===== src/hw/acelp_pkg.sv =====
`default_nettype none

// codec-level constants for the fixed codebook stage
package acelp_pkg;

	////////////////////////////////////////////////////////////
	// basic operator word
	////////////////////////////////////////////////////////////
	localparam int OP_W = 16; // Word16 of the reference codec

	////////////////////////////////////////////////////////////
	// subframe and pulse layout
	////////////////////////////////////////////////////////////
	localparam logic [OP_W-1:0] L_SUBFR = 16'd40;  // samples per subframe
	localparam logic [OP_W-1:0] NB_PULSE = 16'd4;  // pulses per subframe

	// pulse amplitudes, chosen by the sign bit
	localparam logic signed [OP_W-1:0] PULSE_POS_AMP = 16'sd8191;  // sign bit set
	localparam logic signed [OP_W-1:0] PULSE_NEG_AMP = -16'sd8192; // sign bit clear

endpackage

`default_nettype wire


===== src/hw/basic_op_unit.sv =====
`default_nettype none

// 16-bit basic operators of the codec: add, shr, shl
// purely combinational, results are valid in the same cycle
module basic_op_unit (
	input  wire logic [acelp_pkg::OP_W-1:0] add_a_i,
	input  wire logic [acelp_pkg::OP_W-1:0] add_b_i,
	input  wire logic [acelp_pkg::OP_W-1:0] shr_a_i,
	input  wire logic [acelp_pkg::OP_W-1:0] shr_b_i,
	input  wire logic [acelp_pkg::OP_W-1:0] shl_a_i,
	input  wire logic [acelp_pkg::OP_W-1:0] shl_b_i,
	output logic      [acelp_pkg::OP_W-1:0] add_r_o,
	output logic      [acelp_pkg::OP_W-1:0] shr_r_o,
	output logic      [acelp_pkg::OP_W-1:0] shl_r_o
);

	localparam int W = acelp_pkg::OP_W;

	localparam logic [W-1:0] MAX_VAL = {1'b0, {(W-1){1'b1}}}; // 0x7fff
	localparam logic [W-1:0] MIN_VAL = {1'b1, {(W-1){1'b0}}}; // 0x8000

	////////////////////////////////////////////////////////////
	// operator helpers
	////////////////////////////////////////////////////////////

	// saturating add
	function automatic logic [W-1:0] sat_add(input logic [W-1:0] a, input logic [W-1:0] b);
		logic [W:0] sum;
		sum = {a[W-1], a} + {b[W-1], b};
		if (sum[W] != sum[W-1])
			return sum[W] ? MIN_VAL : MAX_VAL;
		return sum[W-1:0];
	endfunction

	// arithmetic right shift by a non-negative count
	function automatic logic [W-1:0] shr_cnt(input logic [W-1:0] a, input logic [W-1:0] n);
		if (n >= W'(W - 1))
			return {W{a[W-1]}}; // only the sign is left
		return $signed(a) >>> n;
	endfunction

	// left shift by a non-negative count, saturating on overflow
	function automatic logic [W-1:0] shl_cnt(input logic [W-1:0] a, input logic [W-1:0] n);
		logic [2*W-1:0] prod;
		logic           ovf;
		prod = {{W{a[W-1]}}, a} << n;
		if (n > W'(W - 1))
			ovf = (a != '0);
		else
			ovf = (prod != {{W{prod[W-1]}}, prod[W-1:0]});
		if (ovf)
			return a[W-1] ? MIN_VAL : MAX_VAL;
		return prod[W-1:0];
	endfunction

	////////////////////////////////////////////////////////////
	// operator outputs
	////////////////////////////////////////////////////////////
	always_comb
	begin
		add_r_o = sat_add(add_a_i, add_b_i);

		// a negative count flips the shift direction
		if (shr_b_i[W-1])
			shr_r_o = shl_cnt(shr_a_i, -shr_b_i);
		else
			shr_r_o = shr_cnt(shr_a_i, shr_b_i);

		if (shl_b_i[W-1])
			shl_r_o = shr_cnt(shl_a_i, -shl_b_i);
		else
			shl_r_o = shl_cnt(shl_a_i, shl_b_i);
	end

endmodule

`default_nettype wire


===== config.mk =====
export PLATFORM = sky130hd
export DESIGN_NAME = basic_op_unit
export DESIGN_NICKNAME = d
export VERILOG_FILES = /design/src/hw/acelp_pkg.sv /design/src/hw/basic_op_unit.sv
export SDC_FILE = /design/constraint.sdc
export NUM_CORES = 1
export LEC_CHECK = 0
export ABC_AREA = 1
export BUFFER_PORTS_ARGS = -buffer_cell sky130_fd_sc_hd__buf_2
export CORE_AREA = 2 2 164 118
export DETAILED_ROUTE_END_ITERATION = 7
export DIE_AREA = 0 0 166 120
export SLEW_MARGIN = 20
export SYNTH_ARGS = -nofsm -noshare
export SYNTH_HDL_FRONTEND = slang
export SYNTH_SLANG_ARGS = --single-unit

===== constraint.sdc =====
create_clock -name vclk -period 8.7
set_clock_uncertainty 0.2 [all_clocks]
set_input_delay 1.74 -clock vclk [all_inputs]
set_output_delay 1.74 -clock vclk [all_outputs]
set_load 0.05 [all_outputs]

# == Yosys cells after proc, flatten, opt, wreduce, memory -nomap -nowiden ==
# Cells that the tools add are included.
# word_totals
ff_bits,0
input_bits,96
out_inout_bits,48
wordCells,44
# classes
n_addsub,3
magnitude_cmp,4
eq_ne,3
shifts,4
mux,28
reduce_logical,2
# op_table
operator,n
$mux 16,15
$shl 32x16->32,2
$ge 16x4->1 const B,2
$gt 16x4->1 const B,2
$ne 16x16->1,2
$neg 16->16,2
$reduce_bool 16->1,2
$sshr 16x16->16,2
$add 16x16->17,1
$mux 1,13
$ne 1x1->1,1

# == Logic depth before layout (Yosys ltp) ==
# Gate-level depths: netlist of run 1.
# depth
ltp_word,9
ltp_mapped,35
depth_no_buf,30

# == Worst setup path before layout of run 1 ==
# No wires, ideal clock.
# synth_timing
kind,input to output
start,in shr_b_i[0] (netlist name)
end,out shr_r_o[10] (netlist name)
t_arrival_ns,5.696
required_ns,6.760
setup_slack_ns,1.064
cell_stages,32
path_buffers,6
cell_sequence,inv_2 > clkbuf_1 > clkbuf_1 > clkbuf_1 > ha_1 > nand2_1 > nor2_1 > nand3_1 > nand2_1 > nand2_1 > nor2_1 > nand2_2 > nor2_8 > buf_8 > buf_8 > nand4_1 > o21ai_2 > nand2_1 > nand2_1 > nand2_1 > nand2_1 > nand2_1 > nand3_1 > nor2_1 > nor2_1 > a21oi_4 > nand2_4 > nand3_4 > buf_12 > nand2_1 > clkinv_1 > nand2_1
# synth_between
elab_chain_len,9
elab_cells_between_ends,15
# synth_lines
element,line,rtl
"start, declared",basic_op_unit.sv:9,"input wire logic [acelp_pkg::OP_W-1:0] shr_b_i,"
$neg 16->16,basic_op_unit.sv:65,"shr_r_o = shl_cnt(shr_a_i, -shr_b_i);"
$shl 32x16->32,basic_op_unit.sv:46,"prod = {{W{a[W-1]}}, a} << n;"
$ne 16x16->1,basic_op_unit.sv:50,"ovf = (prod != {{W{prod[W-1]}}, prod[W-1:0]});"
$mux 1,basic_op_unit.sv:47,if (n > W'(W - 1))
$mux 1,basic_op_unit.sv:64,if (shr_b_i[W-1])
$mux 1,basic_op_unit.sv:51,if (ovf)
$mux 1,basic_op_unit.sv:64,
$mux 16,basic_op_unit.sv:53,return prod[W-1:0];
$mux 16 *,basic_op_unit.sv:64,
"end, declared",basic_op_unit.sv:13,"output logic [acelp_pkg::OP_W-1:0] shr_r_o,"
# Mark *: on every way between the ends. The rest lies on a longest branch, timed or not. The select of a mux whose other input is x is not followed.

# == Final worst setup path of run 1 ==
# layout_timing
start,in shr_b_i[1] (netlist name)
end,out shr_r_o[5] (netlist name)
# Same word-level chain as after synthesis.

==> results of run 1 <==
[cells by family (layout without fill, tap and decap cells)]
logic type	count (synthesis)	count (layout)
and+or+nand+nor	977	977
AOI/OAI and AO/OA	239	239
buffers and inverters	228	307
xor gates and xnor gates	27	27
adders and majority gates	21	21
muxes	12	12
[cell type report]
| cell class | instances | area, um2 | area share (%) |
|---|---|---|---|
| Multi-Input combinational cell | 1276 | 6270 | 78.9 |
| Timing Repair Buffer | 156 | 811 | 10.2 |
| Inverter | 151 | 567 | 7.13 |
| Tap cell | 242 | 303 | 3.81 |
[cell usage in the layout, fill, tap and decap left out, types with 13 or more instances in the layout]
cell type and count:
xor2_1 23, nor3_1 23, ha_1 20, nand2_1 570, buf_2 144, nand3_1 181
nand4_1 34, nand2_2 13, nor2_1 112, o211ai_1 14, a21oi_1 43, inv_2 14
inv_1 127, o21ai_0 136
[per-stage QoR]
step	worst slack (ns)	hold slack, ns	instance area, um2	std cells
floorplan	1.06	3.55	7220	1504
global placement	0.889	3.64	7950	1825
detailed placement	0.883	3.64	7950	1825
CTS	0.870	3.64	7950	1825
global route	0.276	3.65	7950	1825
finish	0.826	3.65	7950	1825
[routing by layer]
layer	global-route usage (%)	up-vias	share of wire, %
met5	0	-	0
met4	0.815	0	0.027
met3	4.65	2	12
met2	35.4	506	39
met1	41.1	4432	49
li1	-	5101	-
[how the worst max path moves through the flow]
stage | slack, ns | endpoint | start | cells past startpoint
floorplan | 1.06 | shr_r_o[10] | shr_b_i[0] | 32
global placement | 0.89 | shr_r_o[5] | shr_b_i[1] | 31
detailed placement | 0.88 | shr_r_o[5] | shr_b_i[1] | 31
CTS | 0.87 | shr_r_o[5] | shr_b_i[1] | 31
global route | 0.28 | shr_r_o[10] | shr_b_i[1] | 31
finish | 0.83 | shr_r_o[5] | shr_b_i[1] | 31
[power breakdown]
part           internal, mW  switching [mW]
registers                 0               0
logic                 0.149           0.418
clock network             0               0
total                 0.149           0.418
==> impl_metrics.ini, run 1 <==
[clocking]
cts_resized = 0
cts_hold_buf = 0
cts_setup_buffers = 0

[die]
num_rows = 42
design.die.area_um2 = 19900
die_w_um = 166
start_util_pct = 39.1
die_h_um = 120
ioPinCount = 144
core_area_um2 = 18400

[synth]
synthCells = 1504
syn_nets = 1621
syn_area_per_cell_um2 = 4.80
synth_compound_area_share_pct = 18.6
netlist_top_cells_count = nand2_1 (570), nand3_1 (181), o21ai_0 (136)
post-synth-top-count-cell = nand2_1
yosysUniqueCellTypes = 57
ys_seq_area_share_pct = 0
synth.area.top_cells = nand2_1 (30%), nand3_1 (13%), o21ai_0 (9.4%)
synth-xor-area-share_pct = 3.38
muxShareOfSynthArea_pct = 1.66
synthAdderAreaFrac_pct = 3.74
synth_area_leader_cell = nand2_1
yosysWarnings = 0
synth_top_area_share_pct = 29.6
synth-simple-area-share_pct = 59.3
syn-cell-area_um2 = 7220
synth_top_family_by_area = simple AND/OR/NAND/NOR gates

[placement]
hpwl_mm = 21.5
portBuffers = 144
gp_congestion = 1.01

[min_path]
min_path_type = in -> out
min-delay-start = shl_a_i[15]
hold_path_depth = 2
min_to = shl_r_o[15]

[global_routing]
grt_max_degree = 39
gr-usage-all-layers_pct = 25.3
grt_pass1_vias = 8630
antenna_found_initial = 0
grt_overflow = 0
grt_pass1_wl_mm = 43.2

[sta]
period_needed_ns = 7.87
slew_violations = 0
fin_setup_tns_ns = 0
clock.fmax_mhz = 127
rsz0062_at_grt = false
hold_viol = 0
min_period_over_period_pct = 90.5
worst_slew_pin_slew_ns = 0.839
setup_viol = 0
maxSlewHeadroom_pct = 43.3

[critical_path]
crit_slowest_cell = nor2_8
crit_required_ns = 6.76
critPathKind = in -> out
slowest_delay_ns = 0.40
crit_buf_inv = 5
cp_top_family = simple AND/OR/NAND/NOR gates
crit_path_frequent_cell = nand2_1
cp-start-kind = input pin
worstSetupEndpointType = output port
cp.arrival_ns = 5.93
cp_max_fo = 35

[final_layout]
antennaDiodeCount = 0
seq_cell_count = 0
regArea_um2 = 0
fill_cells = 2165
nClkBuffers = 0
syn_to_final_growth_pct = 10.1
nets = 1702
drive_above_1_share_pct = 13.8
post-route-util_pct = 43.1

[pwr]
total_leakage_power_nw = 4.23
irDropWorstVdd_mv = 0.100
p_total_mw = 0.567
cellPowerDensity_nw_per_um2 = 71.3

[detailed_routing]
drt_iter0_drc = 1203
num_vias = 10000
postRouteAntennaNets = 0
wirelength_mm = 26.4
dr.pass1.iters = 6
via_per_inst = 5.50
drc_errors = 0
post_drt_wl_per_cell_um = 14.5

[job]
maxCapViolations = 0

[status]
status = complete, no violations
Note: power is estimated with default switching activity, not from simulation.
==> run 2, diff against run 1 <==
Settings changed: CELL_PAD_IN_SITES_DETAIL_PLACEMENT set to 1, CELL_PAD_IN_SITES_GLOBAL_PLACEMENT set to 1, CORE_AREA 2 2 164 118 to 2 2 147 149, DIE_AREA 0 0 166 120 to 0 0 149 151, PLACE_DENSITY_LB_ADDON set to 0.1.
==> run 2 against run 1 <==
Total power rose by 1.2%. Routed wire length rose by 14%. Final cell count rose by 2.0%. Global-route usage rose by 0.60 points. Utilization fell by 4.6 points. Setup slack improved by 0.067 ns. Clock-buffer cell count did not move. Largest power group unchanged. Highest routed layer unchanged.
==> impl_metrics.ini, run 2 (synthesis gave the netlist of run 1 again) <==
[status]
status = complete, no violations

[clocking]
cts_hold_buf = 0
cts_setup_buffers = 0
cts_resized = 0

[detailed_routing]
dr.pass1.iters = 5
postRouteAntennaNets = 0
via_per_inst = 5.39
drt_iter0_drc = 513
post_drt_wl_per_cell_um = 16.2
drc_errors = 0
num_vias = 10000
wirelength_mm = 30.2

[critical_path]
cp-start-kind = input pin
critPathKind = in -> out
cp.arrival_ns = 5.87
cp_max_fo = 15
worstSetupEndpointType = output port
crit_required_ns = 6.76

[job]
maxCapViolations = 0

[global_routing]
gr-usage-all-layers_pct = 25.9
antenna_found_initial = 0
grt_pass1_vias = 9694
grt_pass1_wl_mm = 48.4
grt_overflow = 0
grt_max_degree = 40

[pwr]
total_leakage_power_nw = 4.24
irDropWorstVdd_mv = 0.0579
cellPowerDensity_nw_per_um2 = 71.7

[sta]
maxSlewHeadroom_pct = 50.4
fin_setup_tns_ns = 0
rsz0062_at_grt = false
worst_slew_pin_slew_ns = 0.734
period_needed_ns = 7.81
slew_violations = 0
hold_viol = 0
setup_viol = 0
min_period_over_period_pct = 89.7
clock.fmax_mhz = 128

[min_path]
min-delay-start = shl_a_i[15]
min_path_type = in -> out
min_to = shl_r_o[15]
hold_path_depth = 2

[placement]
portBuffers = 144
gp_congestion = 0.900
placed_area_um2 = 8010
hpwl_mm = 25.1

[die]
die_w_um = 149
design.die.area_um2 = 22500
ioPinCount = 144
die_h_um = 151
start_util_pct = 34.7
num_rows = 53
core_area_um2 = 20800

[final_layout]
finalInstanceArea_um2 = 8010
syn_to_final_growth_pct = 10.9
regArea_um2 = 0
final_common_cell = nand2_1
fill_cells = 3194
seq_cell_count = 0
multi_input_area_um2 = 6270
drive_above_1_share_pct = 13.9
nClkBuffers = 0
nets = 1704
layout_common_cells = nand2_1 (570), nand3_1 (181), buf_2 (144)
## run 2: worst max-delay path by stage
stage                     depth (start not counted)  slack, ns           to        start
final                                            21       0.89   shl_r_o[0]  shl_b_i[10]
after global routing                             23       0.44   shl_r_o[0]  shl_b_i[10]
after CTS                                        23       0.93   shl_r_o[0]  shl_b_i[10]
after detailed placement                         23       0.93   shl_r_o[0]  shl_b_i[10]
after global placement                           21       0.97   shl_r_o[4]  shl_b_i[10]
after floorplan                                  32       1.06  shr_r_o[10]   shr_b_i[0]
## run 2: area by class of cell
type	count	area share [%]
multi-input combinational	1276	78.3
timing repair buffer	158	10.3
inverter	151	7.08
tap	275	4.30
antenna	1	0.0313
## run 2: critical path, cell delays in order
cell	delay [ns]
buf_2	0.11
inv_1	0.11
nand2_1	0.11
nor4_2	0.33
nand2_1	0.42
clkinv_1	0.31
nand2_1	0.11
o21ai_0	0.31
a21oi_1	0.19
o21ai_0	0.38
o21ai_0	0.24
nand2_1	0.10
nor2_1	0.05
nand3_1	0.08
nand2_1	0.05
nand2_1	0.06
o21ai_1	0.05
nand2_1	0.12
nand3_1	0.41
nand3_1	0.27
buf_2	0.29
## run 2: layer usage
layer | part of all wire [%] | up-vias | global-route usage, %
met5 | 0 | - | 0
met4 | 2.1 | 0 | 5.29
met3 | 2.8 | 32 | 0.753
met2 | 50 | 193 | 48.4
met1 | 45 | 4709 | 33.3
li1 | - | 5096 | -
## run 2: report_power, final
group	internal (mW)	total, mW	leakage (nW)	switching (mW)
clock network	0.0000000154	0.0000000154	0.00000634	0
registers	0	0	0	0
logic	0.150	0.574	4.24	0.424
total	0.150	0.574	4.24	0.424
## run 2: stage by stage
step	util (%)	cells	setup slack [ns]	total power, mW	hold slack (ns)
6_report	38.5	1861	0.893	0.574	3.66
3_3_place_gp	38.4	1860	0.967	0.566	3.66
4_1_cts	38.4	1860	0.931	0.574	3.66
5_1_grt	38.4	1860	0.437	0.632	3.66
3_5_place_dp	38.4	1860	0.928	0.572	3.66
2_1_floorplan	-	1504	1.06	0.419	3.55
==> run 3, diff against run 2 <==
Settings changed: GPL_TIMING_DRIVEN set to 0.
==> run 3 against run 2 <==
Clock-buffer cell count stayed put. Utilization up 1.3 points. Combinational power grew 2%. Final cell count increased by 3.1%. Maximum frequency down 6.0%. Setup slack got worse by 0.50 ns. Die area unchanged. Routed wire length grew 2.8%. Total power increased by 2.1%. Design area rose by 3.3%.
==> impl_metrics.ini, run 3 (synthesis gave the netlist of run 1 again) <==
[pwr]
internal_power_mw = 0.156
cellPowerDensity_nw_per_um2 = 70.8
netSwitchingPower_mw = 0.429
irDropWorstVdd_mv = 0.0548
p_seq_share_pct = 0
p_comb_share_pct = 100.0
p_clk_share_pct = 0
netSwitchingFraction_pct = 73.3
p_total_mw = 0.586
total_leakage_power_nw = 4.34

[global_routing]
grt_pass1_vias = 10000
gr-usage-all-layers_pct = 26.6
grt_overflow = 0
grt_max_degree = 14
grt_pass1_wl_mm = 49.3
antenna_found_initial = 0

[final_layout]
finalInstanceArea_um2 = 8270
nets = 1761
seq_cell_count = 0
post-route-util_pct = 39.7
instances_no_fill = 1918
syn_to_final_growth_pct = 14.6
regArea_um2 = 0
layout_common_cells = nand2_1 (570), nand3_1 (181), buf_2 (152)
drive_above_1_share_pct = 13.9
nClkBuffers = 0
multi_input_area_um2 = 6260
fill_cells = 3223
final_common_cell = nand2_1

[sta]
period_needed_ns = 8.31
rsz0062_at_grt = false
clock.fmax_mhz = 120
hold_viol = 0
maxSlewHeadroom_pct = 35.1
min_period_over_period_pct = 95.5
slew_violations = 0
fin_ws_ns = 0.393
fin_setup_tns_ns = 0
setup_viol = 0
worst_slew_pin_slew_ns = 0.967
fin_hold_ws_ns = 3.72

[placement]
gp_congestion = 0.929
pre_cts_slack_ns = -0.329
place_inst = 1919
portBuffers = 140
hpwl_mm = 26.6
placed_area_um2 = 8270

[detailed_routing]
drt_iter0_drc = 552
wirelength_mm = 31.0
via_per_inst = 5.34
num_vias = 10200
post_drt_wl_per_cell_um = 16.2
drc_errors = 0
dr.pass1.iters = 5
postRouteAntennaNets = 0

[critical_path]
crit_required_ns = 6.76
cp_max_fo = 11
cp.arrival_ns = 6.37
cp-start-kind = input pin
critPathKind = in -> out
worstSetupEndpointType = output port

[clocking]
cts_setup_buffers = 0
cts_hold_buf = 0

[die]
design.die.area_um2 = 22500
start_util_pct = 34.7
ioPinCount = 144
num_rows = 53
core_area_um2 = 20800
die_w_um = 149
die_h_um = 151

[min_path]
min_path_type = in -> out

[job]
maxCapViolations = 0

[status]
status = complete, no violations
-- run 3: cell count changes in the layout (fill, tap and decap cells not counted), sizes merged --
cell and delta:
clkinv +1, clkbuf +41, inv -1, buf +16
-- run 3: layer usage --
metal / part of all wire [%] / vias up / GRT usage (%) / wire [um]
met2: 50 / 202 / 50.6 / 15500
li1: - / 5226 / - / -
met5: 0 / - / 0 / 0
met4: 2.4 / 0 / 5.86 / 754
met1: 45 / 4780 / 33.2 / 13900
met3: 2.8 / 38 / 0.904 / 883
-- run 3: critical path: stages --
cell      delay [ns]
buf_2           0.17
inv_1           0.15
clkbuf_1        0.33
clkbuf_2        0.30
ha_1            0.20
nand2_1         0.10
nor2_1          0.18
inv_1           0.11
nor4_1          0.35
nand2_1         0.15
xor2_1          0.19
nand2_1         0.10
nor3_1          0.39
nand2_1         0.24
nand2_1         0.21
clkbuf_2        0.23
o21ai_0         0.12
inv_1           0.11
nand2_1         0.08
nand3_1         0.13
nand3_1         0.09
nand3_1         0.16
nand3_1         0.12
nand2_1         0.10
nand3_1         0.08
buf_2           0.22
-- run 3: what timing repair did --
| action | CTS | global route |
|---|---|---|
| endpoints found under the setup margin | 15 | 23 |
| resized for setup | 2 | 6 |
| cloned | 0 | 0 |
-- run 3: path summary, 6_finish.rpt --
check	to	startpoint	cells after the start	slack (ns)
hold / removal	shl_r_o[15]	shl_a_i[15]	3	3.72
setup / recovery	shl_r_o[3]	shl_b_i[1]	26	0.39
-- run 3: power groups by stage --
stage            clock (mW)  sequential [mW]  combinational, mW
6_report       0.0000000154                0              0.586
5_1_grt                   0                0              0.644
4_1_cts                   0                0              0.584
3_5_place_dp              0                0              0.582
3_3_place_gp              0                0              0.575
2_1_floorplan             0                0              0.419
-- run 3: cell type report --
class | instances | area share [%]
Timing Repair Buffer | 140 | 8.47
Inverter | 151 | 6.87
Buffer | 75 | 4.75
Multi-Input combinational cell | 1276 | 75.7
Tap cell | 275 | 4.16
Antenna cell | 1 | 0.0303
