===== src/hw/acelp_pkg.sv =====
`default_nettype none

// codec-level constants for the fixed codebook stage
package acelp_pkg;

	////////////////////////////////////////////////////////////
	// basic operator word
	////////////////////////////////////////////////////////////
	localparam int OP_W = 16; // Word16 of the reference codec

	////////////////////////////////////////////////////////////
	// subframe and pulse layout
	////////////////////////////////////////////////////////////
	localparam logic [OP_W-1:0] L_SUBFR = 16'd40;  // samples per subframe
	localparam logic [OP_W-1:0] NB_PULSE = 16'd4;  // pulses per subframe

	// pulse amplitudes, chosen by the sign bit
	localparam logic signed [OP_W-1:0] PULSE_POS_AMP = 16'sd8191;  // sign bit set
	localparam logic signed [OP_W-1:0] PULSE_NEG_AMP = -16'sd8192; // sign bit clear

endpackage

`default_nettype wire


===== src/hw/scratch_map_pkg.sv =====
`default_nettype none

// layout of the shared scratch memory
package scratch_map_pkg;

	////////////////////////////////////////////////////////////
	// word and page geometry
	////////////////////////////////////////////////////////////
	localparam int MEM_DATA_W = 32;
	localparam int PAGE_SHIFT = 6; // 64 words per page

	////////////////////////////////////////////////////////////
	// page bases
	////////////////////////////////////////////////////////////
	// index word sits at offset 0
	localparam int INDEX_PAGE = 0;

	// sign word sits at offset 0
	localparam int SIGN_PAGE = 1;

	// cod[0..39] at offsets 0 to 39
	localparam int COD_PAGE = 2;

endpackage

`default_nettype wire


===== src/hw/acelp_pulse_decoder.sv =====
`default_nettype none

// fixed codebook decoder for one subframe
// all arithmetic goes through the external basic operator unit
module acelp_pulse_decoder #(
	parameter int ADDR_W = 12
) (
	input  wire logic                                   clk,
	input  wire logic                                   reset,
	input  wire logic                                   start_valid_i,
	output logic                                        start_ready_o,
	output logic                                        done_o,
	// operator unit
	output logic      [acelp_pkg::OP_W-1:0]             add_a_o,
	output logic      [acelp_pkg::OP_W-1:0]             add_b_o,
	output logic      [acelp_pkg::OP_W-1:0]             shr_a_o,
	output logic      [acelp_pkg::OP_W-1:0]             shr_b_o,
	output logic      [acelp_pkg::OP_W-1:0]             shl_a_o,
	output logic      [acelp_pkg::OP_W-1:0]             shl_b_o,
	input  wire logic [acelp_pkg::OP_W-1:0]             add_r_i,
	input  wire logic [acelp_pkg::OP_W-1:0]             shr_r_i,
	input  wire logic [acelp_pkg::OP_W-1:0]             shl_r_i,
	// scratch memory
	input  wire logic [scratch_map_pkg::MEM_DATA_W-1:0] mem_rdata_i,
	output logic      [ADDR_W-1:0]                      mem_raddr_o,
	output logic                                        mem_we_o,
	output logic      [ADDR_W-1:0]                      mem_waddr_o,
	output logic      [scratch_map_pkg::MEM_DATA_W-1:0] mem_wdata_o
);

	localparam int W  = acelp_pkg::OP_W;
	localparam int DW = scratch_map_pkg::MEM_DATA_W;
	localparam int PS = scratch_map_pkg::PAGE_SHIFT;

	localparam logic [4:0] ST_RESET     = 5'd0;
	localparam logic [4:0] ST_IDLE      = 5'd1;
	localparam logic [4:0] ST_GET_INDEX = 5'd2;
	localparam logic [4:0] ST_POS0      = 5'd3;
	localparam logic [4:0] ST_POS1_MUL  = 5'd4;
	localparam logic [4:0] ST_POS1      = 5'd5;
	localparam logic [4:0] ST_POS2_MUL  = 5'd6;
	localparam logic [4:0] ST_POS2      = 5'd7;
	localparam logic [4:0] ST_J         = 5'd8;
	localparam logic [4:0] ST_POS3_MUL  = 5'd9;
	localparam logic [4:0] ST_POS3_ADD  = 5'd10;
	localparam logic [4:0] ST_POS3      = 5'd11;
	localparam logic [4:0] ST_CLR_CHK   = 5'd12;
	localparam logic [4:0] ST_CLR_WR    = 5'd13;
	localparam logic [4:0] ST_GET_SIGN  = 5'd14;
	localparam logic [4:0] ST_SGN_CHK   = 5'd15;
	localparam logic [4:0] ST_SGN_WR    = 5'd16;
	localparam logic [4:0] ST_DONE      = 5'd17;

	logic [4:0]   state_q, state_d;
	logic [W-1:0] index_q, index_d;
	logic [W-1:0] sign_q, sign_d;
	logic [W-1:0] i_q, i_d;
	logic [W-1:0] j_q, j_d;
	logic [W-1:0] pos0_q, pos1_q, pos2_q, pos3_q;
	logic         ld_pos0, ld_pos1, ld_pos2, ld_pos3;
	logic [W-1:0] idx_low3, shr_low3, shr_low1, sign_bit;
	logic [W-1:0] cur_pos;
	logic [W-1:0] pulse_amp;

	// word address from page number and offset
	function automatic logic [ADDR_W-1:0] page_addr(input int unsigned page,
		input logic [PS-1:0] offs);
		return ADDR_W'(page << PS) | ADDR_W'(offs);
	endfunction

	assign start_ready_o = (state_q == ST_IDLE);
	assign done_o        = (state_q == ST_DONE);

	////////////////////////////////////////////////////////////
	// registers
	////////////////////////////////////////////////////////////
	always_ff @(posedge clk)
	begin
		if (reset)
		begin
			state_q <= ST_RESET;
			i_q     <= '0;
			j_q     <= '0;
		end
		else
		begin
			state_q <= state_d;
			i_q     <= i_d;
			j_q     <= j_d;
		end
	end

	always_ff @(posedge clk)
	begin
		index_q <= index_d;
		sign_q  <= sign_d;
		if (ld_pos0)
			pos0_q <= add_r_i;
		if (ld_pos1)
			pos1_q <= add_r_i;
		if (ld_pos2)
			pos2_q <= add_r_i;
		if (ld_pos3)
			pos3_q <= add_r_i;
	end

	// masked fields of the index and sign words
	assign idx_low3 = {{(W-3){1'b0}}, index_q[2:0]};
	assign shr_low3 = {{(W-3){1'b0}}, shr_r_i[2:0]};
	assign shr_low1 = {{(W-1){1'b0}}, shr_r_i[0]};
	assign sign_bit = {{(W-1){1'b0}}, sign_q[0]};

	// position of the pulse being placed
	always_comb
	begin
		case (j_q[1:0])
			2'd0: cur_pos = pos0_q;
			2'd1: cur_pos = pos1_q;
			2'd2: cur_pos = pos2_q;
			default: cur_pos = pos3_q;
		endcase
	end

	assign pulse_amp = (i_q != '0) ? acelp_pkg::PULSE_POS_AMP : acelp_pkg::PULSE_NEG_AMP;

	////////////////////////////////////////////////////////////
	// FSM
	////////////////////////////////////////////////////////////
	always_comb
	begin
		state_d     = state_q;
		index_d     = index_q;
		sign_d      = sign_q;
		i_d         = i_q;
		j_d         = j_q;
		ld_pos0     = 1'b0;
		ld_pos1     = 1'b0;
		ld_pos2     = 1'b0;
		ld_pos3     = 1'b0;
		add_a_o     = '0;
		add_b_o     = '0;
		shr_a_o     = '0;
		shr_b_o     = '0;
		shl_a_o     = '0;
		shl_b_o     = '0;
		mem_raddr_o = '0;
		mem_we_o    = 1'b0;
		mem_waddr_o = '0;
		mem_wdata_o = '0;

		case (state_q)
			ST_RESET:
				state_d = ST_IDLE;
			ST_IDLE:
			begin
				mem_raddr_o = page_addr(scratch_map_pkg::INDEX_PAGE, '0);
				if (start_valid_i)
					state_d = ST_GET_INDEX;
			end
			ST_GET_INDEX:
			begin
				index_d = mem_rdata_i[W-1:0];
				state_d = ST_POS0;
			end
			ST_POS0:
			begin
				shl_a_o = idx_low3;
				shl_b_o = W'(2);
				add_a_o = idx_low3;
				add_b_o = shl_r_i; // i + 4i
				ld_pos0 = 1'b1;
				state_d = ST_POS1_MUL;
			end
			ST_POS1_MUL, ST_POS2_MUL:
			begin
				shr_a_o = index_q;
				shr_b_o = W'(3);
				index_d = shr_r_i; // next 3-bit field
				shl_a_o = shr_low3;
				shl_b_o = W'(2);
				add_a_o = shr_low3;
				add_b_o = shl_r_i;
				i_d     = add_r_i;
				state_d = (state_q == ST_POS1_MUL) ? ST_POS1 : ST_POS2;
			end
			ST_POS1:
			begin
				add_a_o = i_q;
				add_b_o = W'(1);
				ld_pos1 = 1'b1;
				state_d = ST_POS2_MUL;
			end
			ST_POS2:
			begin
				add_a_o = i_q;
				add_b_o = W'(2);
				ld_pos2 = 1'b1;
				state_d = ST_J;
			end
			ST_J:
			begin
				shr_a_o = index_q;
				shr_b_o = W'(3);
				index_d = shr_r_i;
				j_d     = shr_low1; // track 3 offset bit
				state_d = ST_POS3_MUL;
			end
			ST_POS3_MUL:
			begin
				shr_a_o = index_q;
				shr_b_o = W'(1);
				index_d = shr_r_i;
				shl_a_o = shr_low3;
				shl_b_o = W'(2);
				add_a_o = shr_low3;
				add_b_o = shl_r_i;
				i_d     = add_r_i;
				state_d = ST_POS3_ADD;
			end
			ST_POS3_ADD:
			begin
				add_a_o = i_q;
				add_b_o = W'(3);
				i_d     = add_r_i;
				state_d = ST_POS3;
			end
			ST_POS3:
			begin
				add_a_o = i_q;
				add_b_o = j_q;
				ld_pos3 = 1'b1;
				i_d     = '0; // clear loop starts at 0
				state_d = ST_CLR_CHK;
			end
			ST_CLR_CHK:
			begin
				if (i_q == acelp_pkg::L_SUBFR)
				begin
					j_d         = '0;
					mem_raddr_o = page_addr(scratch_map_pkg::SIGN_PAGE, '0);
					state_d     = ST_GET_SIGN;
				end
				else
					state_d = ST_CLR_WR;
			end
			ST_CLR_WR:
			begin
				mem_we_o    = 1'b1;
				mem_waddr_o = page_addr(scratch_map_pkg::COD_PAGE, i_q[PS-1:0]);
				add_a_o     = i_q;
				add_b_o     = W'(1);
				i_d         = add_r_i;
				state_d     = ST_CLR_CHK;
			end
			ST_GET_SIGN:
			begin
				sign_d  = mem_rdata_i[W-1:0];
				state_d = ST_SGN_CHK;
			end
			ST_SGN_CHK:
			begin
				if (j_q == acelp_pkg::NB_PULSE)
					state_d = ST_DONE;
				else
				begin
					i_d     = sign_bit; // sign of pulse j
					shr_a_o = sign_q;
					shr_b_o = W'(1);
					sign_d  = shr_r_i;
					state_d = ST_SGN_WR;
				end
			end
			ST_SGN_WR:
			begin
				mem_we_o    = 1'b1;
				mem_waddr_o = page_addr(scratch_map_pkg::COD_PAGE, cur_pos[PS-1:0]);
				mem_wdata_o = {{(DW-W){pulse_amp[W-1]}}, pulse_amp};
				add_a_o     = j_q;
				add_b_o     = W'(1);
				j_d         = add_r_i;
				state_d     = ST_SGN_CHK;
			end
			ST_DONE:
				state_d = ST_IDLE;
			default:
				state_d = ST_IDLE;
		endcase
	end

endmodule

`default_nettype wire


===== config.mk =====
export PLATFORM = sky130hd
export DESIGN_NAME = acelp_pulse_decoder
export DESIGN_NICKNAME = d
export VERILOG_FILES = /design/src/hw/acelp_pkg.sv /design/src/hw/scratch_map_pkg.sv /design/src/hw/acelp_pulse_decoder.sv
export SDC_FILE = /design/constraint.sdc
export NUM_CORES = 1
export LEC_CHECK = 0
export BUFFER_PORTS_ARGS = -buffer_cell sky130_fd_sc_hd__buf_2
export CAP_MARGIN = 20
export CORE_MARGIN = 5
export CORE_UTILIZATION = 52
export DETAILED_ROUTE_END_ITERATION = 10
export PLACE_DENSITY = 0.9
export SLEW_MARGIN = 0
export SYNTH_ARGS = -nofsm -noshare
export SYNTH_HDL_FRONTEND = slang
export SYNTH_SLANG_ARGS = --single-unit

===== constraint.sdc =====
create_clock -name clk -period 7.9 [get_ports clk]
set_input_delay 0.79 -clock clk [delete_from_list [all_inputs] [get_ports clk]]
set_output_delay 0.79 -clock clk [all_outputs]
set_load 0.02 [all_outputs]

**Word level (Yosys, flattened, before mapping)**

Index checks and enable logic that the tools add are counted.

- Register bits after elaboration: 93
- Logic and storage cells: 84

- Muxes and demuxes: 31
- Reduce and logical (&&, ||, !) cells: 20
- Eq/ne operators: 24

Operators with widths:

| cell | number |
|---|---|
| $pmux W16 S2 | 3 |
| $pmux W16 S3 | 2 |
| $mux W16 | 5 |
| $pmux W16 S5 | 1 |
| $pmux W5 S13 | 1 |
| $pmux W16 S4 | 1 |
| $eq A5 B4 Y1 const B | 8 |
| $mux W32 | 1 |
| $eq A5 B3 Y1 const B | 4 |
| $pmux W6 S3 | 1 |
| $eq A16 B3 Y1 const B | 1 |
| $eq A16 B6 Y1 const B | 1 |
| $pmux W8 S2 | 1 |
| $reduce_bool A16 Y1 | 1 |
| $mux W7 | 2 |
| $eq A5 B2 Y1 const B | 2 |
| $eq A5 B5 Y1 const B | 2 |
| $reduce_or A5 Y1 | 2 |
| $reduce_or A3 Y1 | 3 |
| $reduce_or A2 Y1 | 4 |
| $reduce_or A4 Y1 | 2 |
| $mux W1 | 7 |
| $mux W2 | 3 |
| $ne A2 B2 Y1 const B | 3 |
| other kinds (10) | 14 |

**Depth between registers and ports, before layout**

Gate-level depths: netlist of the first run.

- Depth after elaboration: 4
- Mapped depth: 8
- Gate-level depth less buffers: 4

**Worst setup path before layout of the first run**

OpenSTA, ideal clock, no wires.

- Path type: reg-to-output
- From: register state_q[4]
- To: output port mem_wdata_o[14] in the netlist's numbering
- Required time: 7.110 ns
- Slack: 3.440 ns
- Arrival: 3.670 ns
- Cell stages (with the launch flop): 7
- Cells stage by stage: dfxtp_1 -> buf_4 -> or3b_4 -> nor2_2 -> buf_2 -> nor4b_1 -> buf_4

- Cells in the longest elaborated chain, start to end: 2

Ends and longest elaborated chain:

| element | RTL line | RTL |
|---|---|---|
| start, declared | acelp_pulse_decoder.sv:54 | `logic [4:0] state_q, state_d;` |
| start signal, assigned | acelp_pulse_decoder.sv:87 | `state_q <= state_d;` |
| $eq A5 B5 Y1 | acelp_pulse_decoder.sv:151 | `case (state_q)` |
| $mux W32 | acelp_pulse_decoder.sv:151 |  |
| end, declared | acelp_pulse_decoder.sv:28 | `output logic [scratch_map_pkg::MEM_DATA_W-1:0] mem_wdata_o` |

Every way passes these cells.

**Final worst setup path of the first run**

- From: register state_q[4]
- To: output port mem_wdata_o[1] in the netlist's numbering

Same word-level chain as after synthesis.

==> flow_summary.ini, run 1 <==
[synthesis]
ys_seq_elements = 93
synth_mux_area_share_pct = 9.57
synthDistinctLibCells = 53
synth_area_per_cell_sq_um = 11.4
yosys_warnings = 0
synthXorXnorAreaFrac_pct = 0
netlist_area_sq_um = 5400
netlist_instances = 475
seq_area_frac_synth_pct = 44.8
synthSimpleGateAreaFrac_pct = 9.68
yosys.area_share.adder_pct = 0
synth_compound_gate_area_share_pct = 19.4
combinational_family_with_the_most_area_after_synthesis = compound AO/OA/AOI/OAI gates

[cts]
postCtsSetupBuffers = 0
root_buffer = sky130_fd_sc_hd__clkbuf_8
clock_tree.buffer_depth = 2
cts_repair_resize_count = 0
clock_net_sink_count = 93
cts_hold_buf = 0
clock_slew_seen_by_the_registers_of_the_worst_setup_and_hold_paths_ps = 100
worst_skew_pair.late_latency_ps = 370
htreeDepth = 3
tritoncts = yes
cts-buffers-inserted = 9

[status]
outcome = completed

[global_route]
grt_max_degree = 42
met1_usage_pct = 26.8
grtUsageTotal_pct = 21.2
initial_antenna_violation_count = 0
use_met2_pct = 34.5
gr-usage-met3_pct = 5.60
grt_pass1_vias = 4049
grt_remaining_overflow = 0
grt-busiest-layer = met2
global_route_wire_length_before_repair_mm = 21.5

[setup_path]
endpoint_required_time_on_the_critical_path_ps = 7110
largest_fanout_on_the_critical_path = 41
critical_path.startpoint_type = flip-flop
critPathMaxStageDelay_ps = 910
timing_worst_setup_path_type = flip-flop to output pin
timing.critical_path.arrival_ps = 3030
worst_path_max_delay_cell = sky130_fd_sc_hd__dfxtp_1
regToRegStartpoint = state_q[3]$_SDFFE_PP0P_
ff2ff_setup_slack_ps = 5250
endpoint = mem_wdata_o[1]
crit_start = state_q[4]$_SDFFE_PP0P_
setup.worst_path.end_class = output pin
worst-r2r-cell-count = 4
worstPathCellList = or3b_4 > nor2_2 > buf_4 > o31a_1 > buf_2
regToRegEndpoint = sign_q[2]$_DFFE_PP_

[floorplan]
boundaryPins = 238
dieHeight_microns = 112
effective_utilization_at_floorplan_pct = 52.8
dieArea_sq_um = 12500
die_w_microns = 112
floorplan.core_area_sq_um = 10200
floorplan.rows = 37

[final_layout]
nets = 671
area_growth_syn_to_layout_pct = 11.1
drive_above_1_share_pct = 40.5
post-route-cell-area_sq_um = 6000
antenna-diode-count = 0

[timing]
final_hold_violation_count = 0
fmax_ghz = 0.262
tightest_slew_margin_relative_to_the_limit_pct = 30.8
grt_setup_unrepaired = no
slew_viol_final = 0
fin_setup_tns_ps = 0
fin_crit_ps = 3820
report.final.setup_viol = 0
layout_worst_path_cycle_share_pct = 48.3
timing_worst_slew_pin_value_ps = 1030
worst_skew_ps = 15.5

[routing]
antenna_violating_nets_post_route = 0
wl_per_cell_microns = 19.6
drt_first_iter_violations = 459
detail_route.wirelength_mm = 14.3
vias_per_cell = 5.85
dr.pass1.iters = 5
vias = 4263
drc_errors_left = 0

[placement]
io_buffer_count = 163
place_congestion = 0.883
post-dp-hpwl_mm = 10.2
post_dp_cell_area_sq_um = 5800

[flow_run]
cap_viol_max_count = 0

[worst_hold_path]
min_from = i_q[0]$_SDFFE_PP0P_
hold_path.class = flip-flop to flip-flop

[power]
vdd.ir_drop.worst_mv = 0.104
finalPower_w = 0.000963
static-leakage-power_nw = 2.59
cellPowerDensity_nw_per_um2 = 161
-- power by group --
part           leakage [nW]  internal [W]  switching (W)
combinational          1.69     0.0000392      0.0000768
clock                0.0981      0.000125       0.000192
sequential            0.804      0.000522     0.00000885
-- flip-flops by register name, summed over array words and instances (netlist names) --
| name | count |
|---|---|
| i_q | 16 |
| pos0_q | 6 |
| pos1_q | 6 |
| index_q | 16 |
| state_q | 5 |
| pos3_q | 6 |
| pos2_q | 6 |
| j_q | 16 |
| sign_q | 16 |
-- worst min path at each step --
stage	to	slack (ps)	depth (start not counted)
6_report	i_q[0]$_SDFFE_PP0P_	540	2
3_5_place_dp	i_q[15]$_SDFFE_PP0P_	510	1
3_3_place_gp	i_q[8]$_SDFFE_PP0P_	510	1
4_1_cts	i_q[0]$_SDFFE_PP0P_	540	2
2_1_floorplan	i_q[0]$_SDFFE_PP0P_	460	2
5_1_grt	i_q[13]$_SDFFE_PP0P_	560	1
-- kinds of logic (layout without fill, tap and decap cells) --
family,count (synthesis),in the layout
buf+inv,131,192
compound gates,123,123
flops,93,93
simple gates,87,87
mux,40,40
other cells,1,58
-- through the flow --
stage	cells	setup slack (ps)	hold WS [ps]	util [%]
after floorplan	532	3440	465	-
after global placement	711	4470	510	56.6
after detailed placement	712	4360	514	56.6
after CTS	728	3940	540	58.6
after global routing	729	3870	564	58.7
final	729	4080	538	58.7
-- critical path, delay by kind of cell, from the launching register on --
kind / cells / cell delay [ps]
compound gates: 1 / 400
buf+inv: 2 / 670
flops: 1 / 910
simple gates: 2 / 660
-- layout make-up --
| cell class | instances | area (sq um) |
|---|---|---|
| clock buffers | 9 | 124 |
| clock inverters | 7 | 75.1 |
| flip-flops and latches | 93 | 2420 |
| inverters | 5 | 18.8 |
| well taps | 136 | 170 |
| multi-input cells | 308 | 2320 |
| repair buffers | 171 | 873 |
| fillers | 857 | 4230 |
-- cells in the final DEF, fill, tap and decap left out, types with 3 or more instances in the layout --
cell type | Yosys | layout
sky130_fd_sc_hd__conb_1 | 1 | 58
sky130_fd_sc_hd__o22ai_1 | 5 | 5
sky130_fd_sc_hd__inv_1 | 4 | 4
sky130_fd_sc_hd__a21oi_1 | 13 | 11
sky130_fd_sc_hd__inv_8 | 0 | 3
sky130_fd_sc_hd__clkbuf_8 | 0 | 9
sky130_fd_sc_hd__edfxtp_1 | 56 | 56
sky130_fd_sc_hd__a22o_1 | 52 | 52
sky130_fd_sc_hd__nand2_1 | 8 | 8
sky130_fd_sc_hd__nand2b_1 | 5 | 5
sky130_fd_sc_hd__buf_2 | 11 | 164
sky130_fd_sc_hd__a21oi_2 | 1 | 3
sky130_fd_sc_hd__or2_2 | 3 | 3
sky130_fd_sc_hd__dfxtp_1 | 37 | 37
sky130_fd_sc_hd__nor4_1 | 9 | 9
sky130_fd_sc_hd__buf_4 | 98 | 7
sky130_fd_sc_hd__nor2b_1 | 22 | 22
sky130_fd_sc_hd__nor3_1 | 8 | 8
sky130_fd_sc_hd__mux4_2 | 6 | 6
sky130_fd_sc_hd__and2_1 | 3 | 3
sky130_fd_sc_hd__o21ai_0 | 3 | 3
sky130_fd_sc_hd__a32o_1 | 30 | 30
sky130_fd_sc_hd__mux2_2 | 32 | 32
sky130_fd_sc_hd__nor2_1 | 11 | 11
sky130_fd_sc_hd__a221o_1 | 3 | 3
sky130_fd_sc_hd__a211oi_1 | 3 | 3
-- synthesized netlist by cell type (all sizes together) --
| master | instances | area share [%] |
|---|---|---|
| nor4 | 9 | 1.0 |
| nand3 | 2 | 0.19 |
| nor2b | 22 | 2.5 |
| o21a | 1 | 0.16 |
| a211o | 2 | 0.35 |
| o221a | 1 | 0.21 |
| nand2b | 5 | 0.58 |
| mux2 | 33 | 6.9 |
| nand4 | 2 | 0.23 |
| nor3 | 9 | 0.93 |
| or2 | 3 | 0.35 |
| or3 | 1 | 0.12 |
| and4 | 1 | 0.16 |
| and2 | 3 | 0.35 |
| a21oi | 14 | 1.4 |
| buf | 112 | 15 |
| a32oi | 2 | 0.32 |
| a2bb2oi | 1 | 0.16 |
| dfxtp | 37 | 14 |
| o22ai | 5 | 0.58 |
| mux4 | 6 | 2.5 |
| a221o | 4 | 0.76 |
| mux2i | 1 | 0.19 |
| o31ai | 1 | 0.14 |
| nor2 | 12 | 0.88 |
| nand3b | 1 | 0.14 |
| edfxtp | 56 | 31 |
| clkbuf | 14 | 0.97 |
| inv | 4 | 0.28 |
| nor4bb | 1 | 0.19 |
| a32o | 30 | 5.6 |
| nand4bb | 2 | 0.42 |
| a22o | 52 | 8.4 |
| o2bb2ai | 2 | 0.32 |
| a211oi | 3 | 0.42 |
| conb | 1 | 0.069 |
| nor4b | 3 | 0.49 |
| o31a | 2 | 0.32 |
| o21ai | 3 | 0.28 |
| nand2 | 8 | 0.56 |
| or3b | 3 | 0.53 |
| clkinv | 1 | 0.069 |
-- routing by layer --
layer	vias up	wire, microns	share of wire (%)
met5	-	0	0
met4	0	394	2.8
met3	43	1750	12
met2	298	6830	48
met1	2019	5280	37
li1	1903	-	-
Note: power is estimated with default switching activity, not from simulation.
==> run 2: changes to the inputs <==
--- a/config.mk
+++ b/config.mk
@@ -8,9 +8,9 @@
 export BUFFER_PORTS_ARGS = -buffer_cell sky130_fd_sc_hd__buf_2
 export CAP_MARGIN = 20
 export CORE_MARGIN = 5
-export CORE_UTILIZATION = 52
+export CORE_UTILIZATION = 48
 export DETAILED_ROUTE_END_ITERATION = 10
-export PLACE_DENSITY = 0.9
+export PLACE_DENSITY = 0.84
 export SLEW_MARGIN = 0
 export SYNTH_ARGS = -nofsm -noshare
 export SYNTH_HDL_FRONTEND = slang
==> constraint.sdc (replaced) <==
create_clock -name clk -period 3.7 [get_ports clk]
set_input_delay 0.37 -clock clk [delete_from_list [all_inputs] [get_ports clk]]
set_output_delay 0.37 -clock clk [all_outputs]
set_load 0.02 [all_outputs]
==> run 2 against run 1 <==
  * Final area rose by 2.8%
  * Clock power rose to 3.1 times the previous value
  * Sequential power rose by 110%
  * Global-route usage fell by 1.1 points
  * First-iteration DRC count fell by 25%
  * Hold slack got worse by 290 ps
  * Count of clock-buffer cells in the layout rose by 2
  * Worst setup slack got worse by 3600 ps
  * Die area rose by 7.6%
  * Largest power group unchanged
  * Power rose by 150%
  * Routed wire length rose by 0.76%
==> flow_summary.ini, run 2 (same netlist as run 1, synthesis figures left out) <==
[status]
outcome = completed

[placement]
post-dp-hpwl_mm = 10.3
place_congestion = 0.905
dp_cells = 722
preCtsSetupSlack_ps = 904
post_dp_cell_area_sq_um = 5850
io_buffer_count = 163

[worst_hold_path]
worstHoldEndpoint = i_q[14]$_SDFFE_PP0P_
hold_path.class = input port to flip-flop
holdPathStages = 2
min_from = add_r_i[14]

[global_route]
grtUsageTotal_pct = 20.1
initial_antenna_violation_count = 1
grt_pass1_vias = 3929
grt_remaining_overflow = 0
global_route_wire_length_before_repair_mm = 20.8
grt_max_degree = 34

[final_layout]
area_growth_syn_to_layout_pct = 14.3
finalNonFillerCells = 738
nets = 676
drive_above_1_share_pct = 40.8
commonest_cells_after_routing_fill_and_taps_aside = sky130_fd_sc_hd__buf_2, sky130_fd_sc_hd__conb_1, sky130_fd_sc_hd__edfxtp_1
antenna-diode-count = 0
post-route-cell-area_sq_um = 6170
fin_util_pct = 56.4
layout_commonest_cell = sky130_fd_sc_hd__buf_2

[power]
vdd.ir_drop.worst_mv = 0.241
cellPowerDensity_nw_per_um2 = 385
static-leakage-power_nw = 2.68

[timing]
worst_skew_ps = 4.87
fmax_ghz = 0.313
slew_viol_final = 0
fin_crit_ps = 3200
report.final.setup_viol = 0
timing_worst_slew_pin_value_ps = 1020
grt_setup_unrepaired = no
final_hold_violation_count = 0
layout_worst_path_cycle_share_pct = 86.5
final_critical_path_setup_slack_ps = 500
fin_setup_tns_ps = 0
tightest_slew_margin_relative_to_the_limit_pct = 31.7

[setup_path]
worst-r2r-cell-count = 4
timing.critical_path.arrival_ps = 2830
setup.worst_path.end_class = output pin
regToRegEndpoint = sign_q[4]$_DFFE_PP_
largest_fanout_on_the_critical_path = 24
endpoint_required_time_on_the_critical_path_ps = 3330
critical_path.startpoint_type = flip-flop
timing_worst_setup_path_type = flip-flop to output pin
regToRegStartpoint = state_q[0]$_SDFFE_PP0P_
ff2ff_setup_slack_ps = 890

[cts]
clock_net_sink_count = 93
cts_hold_buf = 0
postCtsSetupBuffers = 0
cts-buffers-inserted = 9
htreeDepth = 3
worst_skew_pair.late_latency_ps = 340
clock_slew_seen_by_the_registers_of_the_worst_setup_and_hold_paths_ps = 70
clock_tree.buffer_depth = 2
root_buffer = sky130_fd_sc_hd__clkbuf_16
cts_repair_resize_count = 0
tritoncts = yes

[routing]
vias_per_cell = 5.77
drc_errors_left = 0
drt_first_iter_violations = 342
vias = 4255
wl_per_cell_microns = 19.5
dr.pass1.iters = 5
detail_route.wirelength_mm = 14.4
antenna_violating_nets_post_route = 0

[floorplan]
dieArea_sq_um = 13500
effective_utilization_at_floorplan_pct = 49.4
floorplan.rows = 38
dieHeight_microns = 116
floorplan.core_area_sq_um = 10900
boundaryPins = 238
die_w_microns = 116

[flow_run]
cap_viol_max_count = 0
==> run 2: cell types whose count changed in the layout (fill, tap and decap cells not counted), moves of 2 or more <==
| cell | previous run | this run |
|---|---|---|
| sky130_fd_sc_hd__buf_4 | 7 | 13 |
| sky130_fd_sc_hd__clkinv_4 | 2 | 0 |
| sky130_fd_sc_hd__inv_6 | 0 | 2 |
| sky130_fd_sc_hd__clkbuf_16 | 0 | 10 |
| sky130_fd_sc_hd__clkbuf_8 | 9 | 0 |
==> run 2: where the power goes <==
group	internal, W	leakage [nW]	switching [W]	total (W)
Clock	0.000580	0.160	0.000415	0.000995
Sequential	0.00111	0.804	0.0000187	0.00113
Combinational	0.0000845	1.71	0.000165	0.000250
Total	0.00178	2.68	0.000599	0.00238
==> run 2: worst max path at each step <==
stage / from / endpoint / depth (start not counted)
CTS: state_q[2]$_SDFFE_PP0P_ / add_b_o[15] / 5
global placement: state_q[2]$_SDFFE_PP0P_ / add_b_o[5] / 5
finish: state_q[2]$_SDFFE_PP0P_ / add_b_o[15] / 5
detailed placement: state_q[2]$_SDFFE_PP0P_ / add_b_o[15] / 5
global route: state_q[2]$_SDFFE_PP0P_ / add_b_o[11] / 5
floorplan: state_q[4]$_SDFFE_PP0P_ / mem_wdata_o[14] / 6
==> run 2: cell type report <==
class | instances | area [sq um]
timing repair buffer | 176 | 913
tap | 140 | 175
clock buffer | 11 | 254
multi-input combinational | 308 | 2320
inverter | 5 | 18.8
sequential | 93 | 2420
fill | 935 | 4760
clock inverter | 5 | 70.1
==> run 2: layer usage <==
metal	wire length [microns]	GRT usage, %	up-vias
met5	7	0	-
met4	228	5.96	2
met3	1860	7.57	31
met2	7060	32.7	279
met1	5220	25.1	2017
li1	-	-	1926
==> run 2: worst max-delay path, cell delays in order, from the launching register on <==
cell                      delay, ps
sky130_fd_sc_hd__dfxtp_1        800
sky130_fd_sc_hd__or3b_1         500
sky130_fd_sc_hd__a21oi_1        320
sky130_fd_sc_hd__or2_2          470
sky130_fd_sc_hd__a22o_1         220
sky130_fd_sc_hd__buf_2          160
==> run 2: per-stage QoR <==
stage                     total power, W  hold WS, ps
after CTS                        0.00238          246
after floorplan                  0.00136          465
after global placement           0.00139          503
after detailed placement         0.00140          515
final                            0.00238          252
after global routing             0.00246          258
==> run 3: changes to the inputs <==
--- a/config.mk
+++ b/config.mk
@@ -5,7 +5,7 @@
 export SDC_FILE = /design/constraint.sdc
 export NUM_CORES = 1
 export LEC_CHECK = 0
-export BUFFER_PORTS_ARGS = -buffer_cell sky130_fd_sc_hd__buf_2
+export BUFFER_PORTS_ARGS = -buffer_cell sky130_fd_sc_hd__buf_4
 export CAP_MARGIN = 20
 export CORE_MARGIN = 5
 export CORE_UTILIZATION = 48
==> run 3 against run 2 <==
  * Power fell by 1.1%
  * Non-clock buffer count grew 1
  * Sequential power about the same
  * Fmax rose by 3.5%
  * Count of clock-buffer cells in the layout fell by 2
  * Die area unchanged
  * Critical endpoint is now add_b_o[0]
  * Via count fell by 1.2%
  * Routed wire length rose by 0.45%
  * Sequential share of layout area fell by 2.3 points
  * Final area increased by 6.4%
  * Register-to-register slack gained 90 ps
  * First-iteration DRC count rose by 11%
==> flow_summary.ini, run 3 (same netlist as run 1, synthesis figures left out) <==
[status]
outcome = completed

[timing]
layout_worst_path_cycle_share_pct = 83.5
grt_setup_unrepaired = no
worst_skew_ps = 7.75
fin_setup_tns_ps = 0
final_critical_path_setup_slack_ps = 609
report.final.setup_viol = 0
fin_crit_ps = 3090
slew_viol_final = 0
timing_worst_slew_pin_value_ps = 990
tightest_slew_margin_relative_to_the_limit_pct = 34.0
final_hold_violation_count = 0
fmax_ghz = 0.324

[placement]
preCtsSetupSlack_ps = 1010
io_buffer_count = 163
dp_cells = 722
post_dp_cell_area_sq_um = 6260
place_congestion = 0.878
post-dp-hpwl_mm = 10.5

[routing]
drc_errors_left = 0
wl_per_cell_microns = 19.5
antenna_violating_nets_post_route = 0
vias = 4204
vias_per_cell = 5.69
drt_first_iter_violations = 378
dr.pass1.iters = 6
detail_route.wirelength_mm = 14.4

[worst_hold_path]
min_from = add_r_i[14]
worstHoldEndpoint = i_q[14]$_SDFFE_PP0P_
holdPathStages = 2
hold_path.class = input port to flip-flop

[cts]
cts_hold_buf = 0
postCtsSetupBuffers = 0
worst_skew_pair.late_latency_ps = 340
clock_tree.buffer_depth = 2
htreeDepth = 3
clock_net_sink_count = 93
clock_slew_seen_by_the_registers_of_the_worst_setup_and_hold_paths_ps = 60
root_buffer = sky130_fd_sc_hd__clkbuf_16
cts-buffers-inserted = 9
tritoncts = yes
cts_repair_resize_count = 0

[setup_path]
regToRegStartpoint = state_q[3]$_SDFFE_PP0P_
critical_path.startpoint_type = flip-flop
regToRegEndpoint = sign_q[13]$_DFFE_PP_
setup.worst_path.end_class = output pin
endpoint_required_time_on_the_critical_path_ps = 3330
timing_worst_setup_path_type = flip-flop to output pin
largest_fanout_on_the_critical_path = 26
timing.critical_path.arrival_ps = 2720
crit_start = state_q[3]$_SDFFE_PP0P_
ff2ff_setup_slack_ps = 980
worst-r2r-cell-count = 4

[floorplan]
dieHeight_microns = 116
dieArea_sq_um = 13500
die_w_microns = 116
effective_utilization_at_floorplan_pct = 49.4
boundaryPins = 238
floorplan.core_area_sq_um = 10900
floorplan.rows = 38

[final_layout]
post-route-cell-area_sq_um = 6570
antenna-diode-count = 0
commonest_cells_after_routing_fill_and_taps_aside = sky130_fd_sc_hd__buf_4, sky130_fd_sc_hd__conb_1, sky130_fd_sc_hd__edfxtp_1
drive_above_1_share_pct = 41.1
layout_commonest_cell = sky130_fd_sc_hd__buf_4
area_growth_syn_to_layout_pct = 21.5
nets = 677
finalNonFillerCells = 739

[power]
vdd.ir_drop.worst_mv = 0.257
finalPower_w = 0.00235
static-leakage-power_nw = 2.72
cellPowerDensity_nw_per_um2 = 358

[global_route]
global_route_wire_length_before_repair_mm = 21.0
grtUsageTotal_pct = 20.1
grt_max_degree = 34
grt_remaining_overflow = 0
initial_antenna_violation_count = 0
grt_pass1_vias = 4003

[flow_run]
cap_viol_max_count = 0
run 3: per-layer routing:
layer  track usage (%)  vias up  share of wire [%]  routed length (microns)
li1                  -     1927                  -                        -
met1              24.0     2004                 36                     5160
met2              32.9      249                 49                     7040
met3              8.56       24                 14                     2040
met4              6.57        0                1.4                      198
met5                 0        -                  0                        0
run 3: report_power, final:
| group | leakage, nW | switching [W] | internal, W |
|---|---|---|---|
| logic | 1.76 | 0.000168 | 0.000113 |
| registers | 0.804 | 0.0000155 | 0.00111 |
| clock network | 0.153 | 0.000407 | 0.000534 |
| total | 2.72 | 0.000591 | 0.00176 |
run 3: worst max path at each step:
stage | depth (start not counted) | slack (ps) | end
after detailed placement | 5 | 1010 | add_b_o[0]
after global routing | 5 | 480 | add_b_o[0]
after CTS | 5 | 630 | add_b_o[0]
after floorplan | 6 | 670 | mem_wdata_o[14]
after global placement | 5 | 1070 | add_b_o[0]
final | 5 | 610 | add_b_o[0]
run 3: final cells by class:
class,instances,area [sq um]
inverter,5,18.8
fill,857,4370
sequential,93,2420
clock buffer,9,225
clock inverter,7,78.8
timing repair buffer,177,1330
multi-input combinational,308,2320
tap,140,175
run 3: metrics by stage:
step	util, %	hold WS (ps)
after floorplan	-	465
after detailed placement	57.2	515
after global placement	57.2	504
final	60.0	247
after global routing	60.0	230
after CTS	60.0	238
run 3: worst max-delay path, cell delays in order, from the launching register on:
cell and delay [ps]:
sky130_fd_sc_hd__dfxtp_1 870, sky130_fd_sc_hd__or3b_1 320, sky130_fd_sc_hd__a21oi_1 150, sky130_fd_sc_hd__or2_2 500, sky130_fd_sc_hd__a211o_1 370, sky130_fd_sc_hd__buf_4 160
